**config.mk**
```make
export PLATFORM = sky130hd
export DESIGN_NAME = tlb_unit
export DESIGN_NICKNAME = d
export VERILOG_FILES = /design/src/source/tlb_pkg.sv /design/src/source/tlbop_pkg.sv /design/src/source/tlb_unit.sv /design/src/source/tlb_lookup.sv /design/src/source/tlb_array.sv /design/src/source/tlb_cmd_decode.sv
export SDC_FILE = /design/constraint.sdc
export NUM_CORES = 2
export LEC_CHECK = 0
export ABC_CLOCK_PERIOD_IN_PS = 5800
export BUFFER_PORTS_ARGS = -buffer_cell sky130_fd_sc_hd__buf_2
export CORE_ASPECT_RATIO = 1.4
export CORE_MARGIN = 4
export CORE_UTILIZATION = 29
export DETAILED_ROUTE_END_ITERATION = 12
export SLEW_MARGIN = 20
export SYNTH_ARGS = -nofsm -noshare
export SYNTH_HDL_FRONTEND = slang
export SYNTH_SLANG_ARGS = --single-unit
```
**constraint.sdc**
```tcl
create_clock -name clk -period 5.8 [get_ports clk]
set_input_delay 0.58 -clock clk [delete_from_list [all_inputs] [get_ports clk]]
set_output_delay 0.58 -clock clk [all_outputs]
set_load 0.02 [all_outputs]
```
**src/source/tlb_pkg.sv**
```systemverilog
package tlb_pkg;

    // page size codes as seen by software
    localparam logic [5:0] PS_4K = 6'd12;
    localparam logic [5:0] PS_4M = 6'd21;

    // one half of an even/odd page pair
    typedef struct packed {
        logic [19:0] ppn;
        logic [1:0]  plv;
        logic [1:0]  mat;
        logic        d;
        logic        v;
    } page_t;

    typedef struct packed {
        logic        e;
        logic [18:0] vppn;
        logic [5:0]  ps;
        logic [9:0]  asid;
        logic        g;
        page_t       page0;
        page_t       page1;
    } entry_t;

    // va_bit12 picks the odd page of a 4KB pair
    typedef struct packed {
        logic        valid;
        logic [18:0] vppn;
        logic        va_bit12;
        logic [9:0]  asid;
    } lookup_req_t;

    // index travels beside the response, its width follows TLBNUM
    typedef struct packed {
        logic        valid;
        logic        found;
        logic [5:0]  ps;
        page_t       page;
    } lookup_rsp_t;

    // fetch sequence number
    typedef logic [7:0] fetch_tag_t;

    typedef struct packed {
        logic       store;
        logic [4:0] slot;
    } lsu_tag_t;

endpackage
```
**src/source/tlbop_pkg.sv**
```systemverilog
package tlbop_pkg;

    typedef enum logic [1:0] {
        OP_WR   = 2'd0,
        OP_FILL = 2'd1,
        OP_RD   = 2'd2,
        OP_INV  = 2'd3
    } tlb_op_e;

    // invtlb sub-ops, anything above 6 is illegal
    typedef enum logic [4:0] {
        INV_ALL0        = 5'd0,
        INV_ALL1        = 5'd1,
        INV_GLOBAL      = 5'd2,
        INV_NONGLOBAL   = 5'd3,
        INV_ASID        = 5'd4,
        INV_ASID_VA     = 5'd5,
        INV_G_OR_ASID_VA = 5'd6
    } inv_op_e;

    // index is sized for the largest table
    typedef struct packed {
        logic             valid;
        tlb_op_e          op;
        inv_op_e          inv_op;
        logic [3:0]       index;
        logic [9:0]       asid;
        logic [18:0]      vppn;
        tlb_pkg::entry_t  entry;
    } tlb_cmd_t;

endpackage

```
**src/source/tlb_unit.sv**
```systemverilog
module tlb_unit #(
    parameter int TLBNUM = 16
) (
    input  logic                      clk,
    input  logic                      arst_n,
    input  tlbop_pkg::tlb_cmd_t       cmd,
    input  tlb_pkg::lookup_req_t      fetch_req,
    input  tlb_pkg::fetch_tag_t       fetch_tag,
    input  tlb_pkg::lookup_req_t      lsu_req,
    input  tlb_pkg::lsu_tag_t         lsu_tag,
    output tlb_pkg::lookup_rsp_t      fetch_rsp,
    output logic [$clog2(TLBNUM)-1:0] fetch_index,
    output tlb_pkg::fetch_tag_t       fetch_rsp_tag,
    output tlb_pkg::lookup_rsp_t      lsu_rsp,
    output logic [$clog2(TLBNUM)-1:0] lsu_index,
    output tlb_pkg::lsu_tag_t         lsu_rsp_tag,
    output logic                      rd_valid,
    output tlb_pkg::entry_t           rd_entry,
    output logic                      op_error
);

    localparam int IW = $clog2(TLBNUM);

    logic                         wr_en;
    logic [IW-1:0]                wr_index;
    tlb_pkg::entry_t              wr_entry;
    logic                         rd_en;
    logic [IW-1:0]                rd_index;
    logic                         inv_en;
    tlbop_pkg::inv_op_e           inv_op;
    logic [9:0]                   inv_asid;
    logic [18:0]                  inv_vppn;
    tlb_pkg::entry_t [TLBNUM-1:0] entries;

    tlb_cmd_decode #(
        .TLBNUM (TLBNUM)
    ) cmd_decode (
        .clk      (clk),
        .arst_n   (arst_n),
        .cmd      (cmd),
        .wr_en    (wr_en),
        .wr_index (wr_index),
        .wr_entry (wr_entry),
        .rd_en    (rd_en),
        .rd_index (rd_index),
        .inv_en   (inv_en),
        .inv_op   (inv_op),
        .inv_asid (inv_asid),
        .inv_vppn (inv_vppn),
        .op_error (op_error)
    );

    tlb_array #(
        .TLBNUM (TLBNUM)
    ) array (
        .clk      (clk),
        .arst_n   (arst_n),
        .wr_en    (wr_en),
        .wr_index (wr_index),
        .wr_entry (wr_entry),
        .rd_en    (rd_en),
        .rd_index (rd_index),
        .inv_en   (inv_en),
        .inv_op   (inv_op),
        .inv_asid (inv_asid),
        .inv_vppn (inv_vppn),
        .entries  (entries),
        .rd_valid (rd_valid),
        .rd_entry (rd_entry)
    );

    // both ports see the same table
    tlb_lookup #(
        .TLBNUM (TLBNUM),
        .tag_t  (tlb_pkg::fetch_tag_t)
    ) fetch_lookup (
        .clk       (clk),
        .arst_n    (arst_n),
        .entries   (entries),
        .req       (fetch_req),
        .req_tag   (fetch_tag),
        .rsp       (fetch_rsp),
        .rsp_index (fetch_index),
        .rsp_tag   (fetch_rsp_tag)
    );

    tlb_lookup #(
        .TLBNUM (TLBNUM),
        .tag_t  (tlb_pkg::lsu_tag_t)
    ) lsu_lookup (
        .clk       (clk),
        .arst_n    (arst_n),
        .entries   (entries),
        .req       (lsu_req),
        .req_tag   (lsu_tag),
        .rsp       (lsu_rsp),
        .rsp_index (lsu_index),
        .rsp_tag   (lsu_rsp_tag)
    );

endmodule

```
**src/source/tlb_lookup.sv**
```systemverilog
module tlb_lookup #(
    parameter int  TLBNUM = 16,
    parameter type tag_t  = logic
) (
    input  logic                         clk,
    input  logic                         arst_n,
    input  tlb_pkg::entry_t [TLBNUM-1:0] entries,
    input  tlb_pkg::lookup_req_t         req,
    input  tag_t                         req_tag,
    output tlb_pkg::lookup_rsp_t         rsp,
    output logic [$clog2(TLBNUM)-1:0]    rsp_index,
    output tag_t                         rsp_tag
);

    localparam int IW = $clog2(TLBNUM);

    logic [TLBNUM-1:0] match;
    logic              hit;
    logic [IW-1:0]     hit_index;
    tlb_pkg::entry_t   hit_entry;
    logic              hit_4m;
    logic              odd_page;

    logic              valid_q;
    logic              found_q;
    logic [5:0]        ps_q;
    tlb_pkg::page_t    page_q;

    for (genvar i = 0; i < TLBNUM; i++) begin : g_match
        logic is_4m;

        assign is_4m    = (entries[i].ps == tlb_pkg::PS_4M);
        assign match[i] = entries[i].e
                       && (entries[i].vppn[18:10] == req.vppn[18:10])
                       && (is_4m || entries[i].vppn[9:0] == req.vppn[9:0])
                       && (entries[i].g || entries[i].asid == req.asid);
    end

    assign hit = |match;

    // at most one match, so OR-ing the indices is enough
    always_comb begin
        hit_index = '0;
        for (int i = 0; i < TLBNUM; i++) begin
            if (match[i]) begin
                hit_index = hit_index | IW'(i);
            end
        end
    end

    assign hit_entry = entries[hit_index];
    assign hit_4m    = (hit_entry.ps == tlb_pkg::PS_4M);
    // 4MB pair splits on vppn bit 8, 4KB pair on va bit 12
    assign odd_page  = hit_4m ? req.vppn[8] : req.va_bit12;

    always_ff @(posedge clk or negedge arst_n) begin
        if (!arst_n) begin
            valid_q <= 1'b0;
            found_q <= 1'b0;
        end else begin
            valid_q <= req.valid;
            found_q <= req.valid && hit;
        end
    end

    // miss returns zeros
    always_ff @(posedge clk) begin
        if (req.valid) begin
            rsp_tag <= req_tag;
            if (hit) begin
                ps_q      <= hit_4m ? tlb_pkg::PS_4M : tlb_pkg::PS_4K;
                page_q    <= odd_page ? hit_entry.page1 : hit_entry.page0;
                rsp_index <= hit_index;
            end else begin
                ps_q      <= '0;
                page_q    <= '0;
                rsp_index <= '0;
            end
        end
    end

    assign rsp.valid = valid_q;
    assign rsp.found = found_q;
    assign rsp.ps    = ps_q;
    assign rsp.page  = page_q;

    // overlapping entries would OR two indices together
    a_single_hit: assert property (
        @(posedge clk) disable iff (!arst_n)
        rsp.valid |-> $past($onehot0(match))
    ) else $error("lookup: request matched more than one entry");

endmodule

```
**src/source/tlb_array.sv**
```systemverilog
module tlb_array #(
    parameter int TLBNUM = 16
) (
    input  logic                         clk,
    input  logic                         arst_n,
    input  logic                         wr_en,
    input  logic [$clog2(TLBNUM)-1:0]    wr_index,
    input  tlb_pkg::entry_t              wr_entry,
    input  logic                         rd_en,
    input  logic [$clog2(TLBNUM)-1:0]    rd_index,
    input  logic                         inv_en,
    input  tlbop_pkg::inv_op_e           inv_op,
    input  logic [9:0]                   inv_asid,
    input  logic [18:0]                  inv_vppn,
    output tlb_pkg::entry_t [TLBNUM-1:0] entries,
    output logic                         rd_valid,
    output tlb_pkg::entry_t              rd_entry
);

    logic [TLBNUM-1:0] e_q;
    logic [TLBNUM-1:0] ps4m_q;
    logic [18:0]       vppn_q  [TLBNUM];
    logic [9:0]        asid_q  [TLBNUM];
    logic [TLBNUM-1:0] g_q;
    tlb_pkg::page_t    page0_q [TLBNUM];
    tlb_pkg::page_t    page1_q [TLBNUM];

    logic [TLBNUM-1:0] cond_asid;
    logic [TLBNUM-1:0] cond_va;
    logic [TLBNUM-1:0] inv_mask;

    for (genvar i = 0; i < TLBNUM; i++) begin : g_entry
        assign entries[i].e     = e_q[i];
        assign entries[i].vppn  = vppn_q[i];
        assign entries[i].ps    = ps4m_q[i] ? tlb_pkg::PS_4M : tlb_pkg::PS_4K;
        assign entries[i].asid  = asid_q[i];
        assign entries[i].g     = g_q[i];
        assign entries[i].page0 = page0_q[i];
        assign entries[i].page1 = page1_q[i];

        assign cond_asid[i] = (asid_q[i] == inv_asid);
        // low vppn bits are don't-care for a 4MB page
        assign cond_va[i]   = (vppn_q[i][18:10] == inv_vppn[18:10])
                           && (ps4m_q[i] || vppn_q[i][9:0] == inv_vppn[9:0]);
    end

    always_comb begin
        case (inv_op)
            tlbop_pkg::INV_ALL0,
            tlbop_pkg::INV_ALL1:         inv_mask = '1;
            tlbop_pkg::INV_GLOBAL:       inv_mask = g_q;
            tlbop_pkg::INV_NONGLOBAL:    inv_mask = ~g_q;
            tlbop_pkg::INV_ASID:         inv_mask = ~g_q & cond_asid;
            tlbop_pkg::INV_ASID_VA:      inv_mask = ~g_q & cond_asid & cond_va;
            tlbop_pkg::INV_G_OR_ASID_VA: inv_mask = (g_q | cond_asid) & cond_va;
            default:                     inv_mask = '0;
        endcase
    end

    always_ff @(posedge clk or negedge arst_n) begin
        if (!arst_n) begin
            e_q <= '0;
        end else if (wr_en) begin
            e_q[wr_index] <= wr_entry.e;
        end else if (inv_en) begin
            e_q <= e_q & ~inv_mask;
        end
    end

    // size kept as a single flag
    always_ff @(posedge clk) begin
        if (wr_en) begin
            vppn_q[wr_index]  <= wr_entry.vppn;
            ps4m_q[wr_index]  <= (wr_entry.ps == tlb_pkg::PS_4M);
            asid_q[wr_index]  <= wr_entry.asid;
            g_q[wr_index]     <= wr_entry.g;
            page0_q[wr_index] <= wr_entry.page0;
            page1_q[wr_index] <= wr_entry.page1;
        end
    end

    always_ff @(posedge clk or negedge arst_n) begin
        if (!arst_n) begin
            rd_valid <= 1'b0;
        end else begin
            rd_valid <= rd_en;
        end
    end

    always_ff @(posedge clk) begin
        if (rd_en) begin
            rd_entry <= entries[rd_index];
        end
    end

    a_no_wr_inv: assert property (
        @(posedge clk) disable iff (!arst_n)
        !(wr_en && inv_en)
    ) else $error("array: write and invalidate in one cycle");

endmodule

```
**src/source/tlb_cmd_decode.sv**
```systemverilog
module tlb_cmd_decode #(
    parameter int TLBNUM = 16
) (
    input  logic                      clk,
    input  logic                      arst_n,
    input  tlbop_pkg::tlb_cmd_t       cmd,
    output logic                      wr_en,
    output logic [$clog2(TLBNUM)-1:0] wr_index,
    output tlb_pkg::entry_t           wr_entry,
    output logic                      rd_en,
    output logic [$clog2(TLBNUM)-1:0] rd_index,
    output logic                      inv_en,
    output tlbop_pkg::inv_op_e        inv_op,
    output logic [9:0]                inv_asid,
    output logic [18:0]               inv_vppn,
    output logic                      op_error
);

    localparam int IW = $clog2(TLBNUM);

    logic [IW-1:0] fill_ptr;
    logic          is_wr;
    logic          is_fill;
    logic          is_rd;
    logic          is_inv;
    logic          inv_legal;

    assign is_wr   = cmd.valid && (cmd.op == tlbop_pkg::OP_WR);
    assign is_fill = cmd.valid && (cmd.op == tlbop_pkg::OP_FILL);
    assign is_rd   = cmd.valid && (cmd.op == tlbop_pkg::OP_RD);
    assign is_inv  = cmd.valid && (cmd.op == tlbop_pkg::OP_INV);

    assign inv_legal = (cmd.inv_op <= tlbop_pkg::INV_G_OR_ASID_VA);

    // write side, fill takes its slot from the pointer
    assign wr_en    = is_wr || is_fill;
    assign wr_index = is_fill ? fill_ptr : cmd.index[IW-1:0];
    assign wr_entry = cmd.entry;

    assign rd_en    = is_rd;
    assign rd_index = cmd.index[IW-1:0];

    // a bad sub-op never reaches the array
    assign inv_en   = is_inv && inv_legal;
    assign inv_op   = cmd.inv_op;
    assign inv_asid = cmd.asid;
    assign inv_vppn = cmd.vppn;

    // TLBNUM is a power of two so the pointer wraps on its own
    always_ff @(posedge clk or negedge arst_n) begin
        if (!arst_n) begin
            fill_ptr <= '0;
        end else if (is_fill) begin
            fill_ptr <= fill_ptr + 1'b1;
        end
    end

    always_ff @(posedge clk or negedge arst_n) begin
        if (!arst_n) begin
            op_error <= 1'b0;
        end else begin
            op_error <= is_inv && !inv_legal;
        end
    end

    a_ctrl_onehot: assert property (
        @(posedge clk) disable iff (!arst_n)
        $onehot0({wr_en, rd_en, inv_en})
    ) else $error("decode: more than one of wr_en/rd_en/inv_en");

endmodule

```
; ---- Word level (Yosys, flattened, before mapping)
; Memories as Yosys holds them, arrays and structs flattened.
; Cells that the tools add are included.
[word_totals]
regBits = 233
latchBits = 0
mem_bits_rw = 1296
rom_bits = 0
input_bits = 208
out_inout_bits = 181
elab_cells = 510
mem_count = 4
[op_classes]
n_addsub = 1
multipliers = 0
n_div = 0
order_cmp = 6
n_eq_ne = 172
shifts = 0
n_mux = 69
bitwise = 7
reduce_logical = 209
[mem_list]
columns = memory, depth, word_bits, read_ports, rd_clocked_by_memory_dff, write_ports, line
row1 = array.page0_q, 16, 26, 16, 0, 1, tlb_array.sv:25  ; tlb_pkg::page_t page0_q [TLBNUM];
row2 = array.page1_q, 16, 26, 16, 0, 1, tlb_array.sv:26  ; tlb_pkg::page_t page1_q [TLBNUM];
row3 = array.vppn_q, 16, 19, 16, 0, 1, tlb_array.sv:22  ; logic [18:0] vppn_q [TLBNUM];
row4 = array.asid_q, 16, 10, 16, 0, 1, tlb_array.sv:23  ; logic [9:0] asid_q [TLBNUM];
[ops]
columns = operator, n
row1 = binary-select mux 89 bit (select 4 bit), 3
row2 = equality test 10 bit, 96
row3 = equality test 9 bit, 48
row4 = two-way mux 69 bit, 2
row5 = logical AND 1 bit, 121
row6 = one-hot mux 16 bit (6 select lines), 1
row7 = two-way mux 5 bit, 18
row8 = two-way mux 89 bit, 1
row9 = logical OR 1 bit, 81
row10 = "equality test 5 bit, second input constant", 16
row11 = two-way mux 4 bit, 17
row12 = bitwise AND 16 bit, 4
row13 = two-way mux 26 bit, 2
row14 = bitwise mux 16 bit, 3
row15 = two-way mux 16 bit, 2
row16 = inverter 16 bit, 2
row17 = OR reduction 16 bit, 2
row18 = two-way mux 3 bit, 8
row19 = "less-than comparator 4 x 5 -> 1 bit, second input constant", 4
row20 = "equality test 6 x 5 -> 1 bit, second input constant", 3
row21 = bitwise OR 16 bit, 1
row22 = "equality test 5 x 3 -> 1 bit, second input constant", 3
row23 = "equality test 5 x 2 -> 1 bit, second input constant", 2
row24 = two-way mux 2 bit, 4
row25 = 13 further kinds, 20

; ---- Depth between registers and ports, before layout
[depth]
ltp_word = 25
mapped_depth = 18
depth_no_buf = 13

; ---- Hierarchy
; A second synthesis with hierarchy kept.
[hier_totals]
cells_unflattened = 6719
area_unflattened_um2 = 95357.7
[modules_own_cells]
columns = module, instances, cells_each, area_each_um2, seq_area_each_um2
row1 = tlb_array, 1, 2906, 59814.9, 42856.1
row2 = tlb_lookup (fetch_lookup), 1, 1832, 17169.0, 1281.2
row3 = tlb_lookup (lsu_lookup), 1, 1830, 17106.4, 1221.2
row4 = tlb_cmd_decode, 1, 151, 1267.5, 125.1

; ---- Worst setup path after synthesis
; No wires, ideal clock.
[synth_timing]
kind = input-to-reg
start = input cmd[119] in the netlist's numbering
end = register array.e_q[3]
setup_time_ns = 0.126
arrival_time_ns = 6.070
required_time_ns = 5.674
path_slack_ns = -0.396
cell_stages = 9
n_path_buf = 3
cell_sequence = clkbuf_1 > clkbuf_1 > buf_1 > nand2_1 > o21ai_0 > nand2_1 > nor2_1 > o21ai_0 > a22o_1
[synth_via]
elab_chain_len = 7
word_cells_on_any_way = 8
cone_classes = order compare: 2 / mux: 5 / reduce/logical: 1
[synth_rtl]
columns = item, line
row1 = from (decl), tlb_unit.sv:6  ; input tlbop_pkg::tlb_cmd_t cmd,
row2 = two-way mux 4 bit (*), tlb_cmd_decode.sv:37  ; assign wr_index = is_fill ? fill_ptr : cmd.index[IW-1:0];
row3 = less-than comparator 4 x 5 -> 1 bit (not written as such) or >= comparator 4 x 1 -> 1 bit (tied branches), tlb_array.sv:64  ; e_q[wr_index] <= wr_entry.e;
row4 = logical AND 1 bit (not written as such), tlb_array.sv:64
row5 = two-way mux 1 bit (not written as such), tlb_array.sv:64
row6 = demux 1 bit (select 4 bit) (*), --
row7 = bitwise mux 16 bit (*), tlb_array.sv:64
row8 = two-way mux 16 bit (*), tlb_array.sv:63  ; end else if (wr_en) begin
row9 = "to (signal, indexed assignment)", tlb_array.sv:64
row10 = to (signal assigned), tlb_array.sv:66  ; e_q <= e_q & ~inv_mask;
row11 = to (decl), tlb_array.sv:20  ; logic [TLBNUM-1:0] e_q;
; Mark *: on every way between the ends. The rest lies on a longest branch, timed or not.
; A chain may end at the register's enable or synchronous reset.

==> metrics.txt <==
Post-synth EDFFs 1493; Layout Nets 7368; initial antenna violation count 84; die area 0.325 sq mm; flops & latches, synth 1519; via count 66.1k; cell row count 244; first-pass GRT wire length between 500000 and 600000 um; P&R area growth vs syn 16.7%; Yosys cell types 79; CTS Buf Count 178; synthesized cell area about 0.09 sq mm; Peak Freq 180 MHz; met2 wire len around 200000 um; Finished Cell Area between 0.1 and 0.15 sq mm; GR Util All Layers 24.5%; Yosys top cell area share between 40% and 50%; Final Util 34.0%; ys flop type edfxtp_1; count leader, synth edfxtp_1; Detail Route Antenna Nets 0; clk_lat worst skew 900 ps; Die Wd 483 um; final wirelength 415000 um; status complete, no violations; WL met3 36300 um; Tmin final 5570 ps; DRC 0; maxcap violations 0; layout cells sized above 1 25.3%; hpwl dp approximately 290000 um; Critical Path RT 6570 ps; DRT Pass-1 Iters 6; PortBufs 381; Core Area 0.315 sq mm; DR top layer met5; Clock transition at path regs 70 ps; Starting Density 29.1%; Iteration-0 DRC Markers about 7.3k; wire length per cell 36.1 um; vias in the first global route 66.5k; total power 27.4 mW; CTS tree yes; critical path endpoint category flop; Static Leak 34.0 nW; largest net degree at the start of global routing 128; Setup CP Type reg -> reg; I/O Pins 389; final setup vio count 0; WL met1 146000 um; Final Hold Vio Count 0; Pwr Density 256 mW/mm^2; Clock Path Buffers 4; cell taking the most area after synthesis edfxtp_1; Max Slew Vio Count 0; worst-margin pin slew 1240 ps; CTS H-tree lvls 4; commonest cells in the netlist edfxtp_1 (1493), xor2_1 (935), mux2i_1 (890); Clock Skew 90.5 ps; Avg Cell Area, Syn approximately 14 sq um; Hold/Removal Path Class in -> reg; setup bufs post-CTS 0; Syn. warnings 0; relative slew slack 17.1%; Die H just under 700 um; part of the Yosys area used for sequential elements 49.6%; total grt overflow 0; clock root buffer master clkbuf_16; Peak VDD IR around 0.21 mV; RSZ-0062 raised after global routing false; crit path launch type flop; gp weighted congestion 1.01; Placed Instance Area approximately 0.10 sq mm; WP data arrival 6330 ps; clock sink total 1519; Post-Synthesis Cells 6683; filler cell count just over 30k; Vias/cell 5.74; Async SR Flop Fraction 1.71%; Max FO, Critical Path 30; Tcrit/Tclk final 96.0%; synth top area cells edfxtp_1 (49%), mux4_2 (10%), mux2i_1 (9.7%)
-- power breakdown --
part	internal [mW]	leakage [nW]	switching, mW
Clock	6.86	2.91	4.91
Sequential	12.4	13.9	0.381
Combinational	1.06	17.2	1.81
-- metal layers --
metal	vias to the layer above	track usage (%)
met4	26	17.7
met3	1185	5.85
met2	3935	40.6
li1	26900	-
met5	-	0
met1	34100	27.8
-- critical path, stage by stage, from the launching register on --
cell and delay (ps):
edfxtp_1 510, xor2_1 210, nor4_1 980, a41oi_1 540
nor3_1 570, nor4_1 150, buf_4 190, nand3_4 220
buf_4 400, buf_4 470, nor2_1 100, a211oi_1 300
a211oi_1 90, a211oi_1 470, mux2_2 250
-- area by class of cell --
cell class	instances	area [sq um]	share of cell area, %
Tap cell	4182	5230	4.89
Sequential cell	1519	45500	42.5
Clock buffer	200	4650	4.34
Multi-Input combinational cell	4634	43900	41.0
Antenna cell	34	85.1	0.0795
Inverter	11	63.8	0.0596
Clock inverter	112	1280	1.20
Timing Repair Buffer	815	6360	5.94
-- stage by stage --
stage	TNS, ps	instances	worst slack (ps)	hold WS, ps
final	0	11500	234	62.3
after global routing	0	11500	256	29.2
after CTS	0	11500	154	2.91
after detailed placement	-389	11100	-176	527
after global placement	-409	11100	-160	527
after floorplan	-33450	6688	-396	284
-- kinds of logic (layout without fill, tap and decap cells) --
logic type      after synthesis  in the layout  share of synthesized area (%)
mux                        1583           1583                           23.4
other cells                   2             41                        0.00819
flops                      1519           1519                           49.6
compound gates              606            606                           4.69
xor+xnor                   1412           1412                           13.5
fa+ha+maj                     1              1                         0.0136
simple gates               1025           1025                           5.79
buf+inv                     535           1138                           3.00
-- worst paths after layout --
| check | from | to | slack (ps) | cells past startpoint |
|---|---|---|---|---|
| max reg2reg | array.vppn_q[13][6] | fetch_lookup.rsp[8] | 230 | 14 |
| max | array.vppn_q[13][6] | fetch_lookup.rsp[8] | 230 | 14 |
| min in group asynchronous | arst_n | lsu_lookup.valid_q | 350 | 3 |
| min reg2reg | cmd_decode.fill_ptr[3] | cmd_decode.fill_ptr[3] | 540 | 1 |
| min | cmd[10] | array.page1_q[1][10] | 60 | 1 |
| max in group asynchronous | arst_n | array.rd_valid | 4950 | 3 |
-- state kept, by name, summed over array words and instances, names as in the netlist, 8 cells and up --
| signal | flops |
|---|---|
| array.page0_q | 416 |
| array.g_q | 16 |
| array.vppn_q | 304 |
| array.ps4m_q | 16 |
| array.asid_q | 160 |
| fetch_lookup.rsp_tag | 8 |
| array.e_q | 16 |
| array.rd_entry | 85 |
| fetch_lookup.rsp | 26 |
| array.page1_q | 416 |
| lsu_lookup.rsp | 26 |
-- timing repair --
item,4_1_cts,5_1_grt
hold buffers,20,0
endpoints found under the hold margin,59,0
gates resized for setup,0,0
-- layout by cell type (no fill, tap or decap), drive strengths merged, types with 129 or more instances in the layout --
cell       n
edfxtp  1493
xor2     935
mux2i    890
buf      794
xnor2    477
mux4     420
mux2     273
nor2     255
nor4     245
clkbuf   201
a21oi    172
nand2    170
nand4    129
No activity file was read; power rests on OpenSTA's default activity.
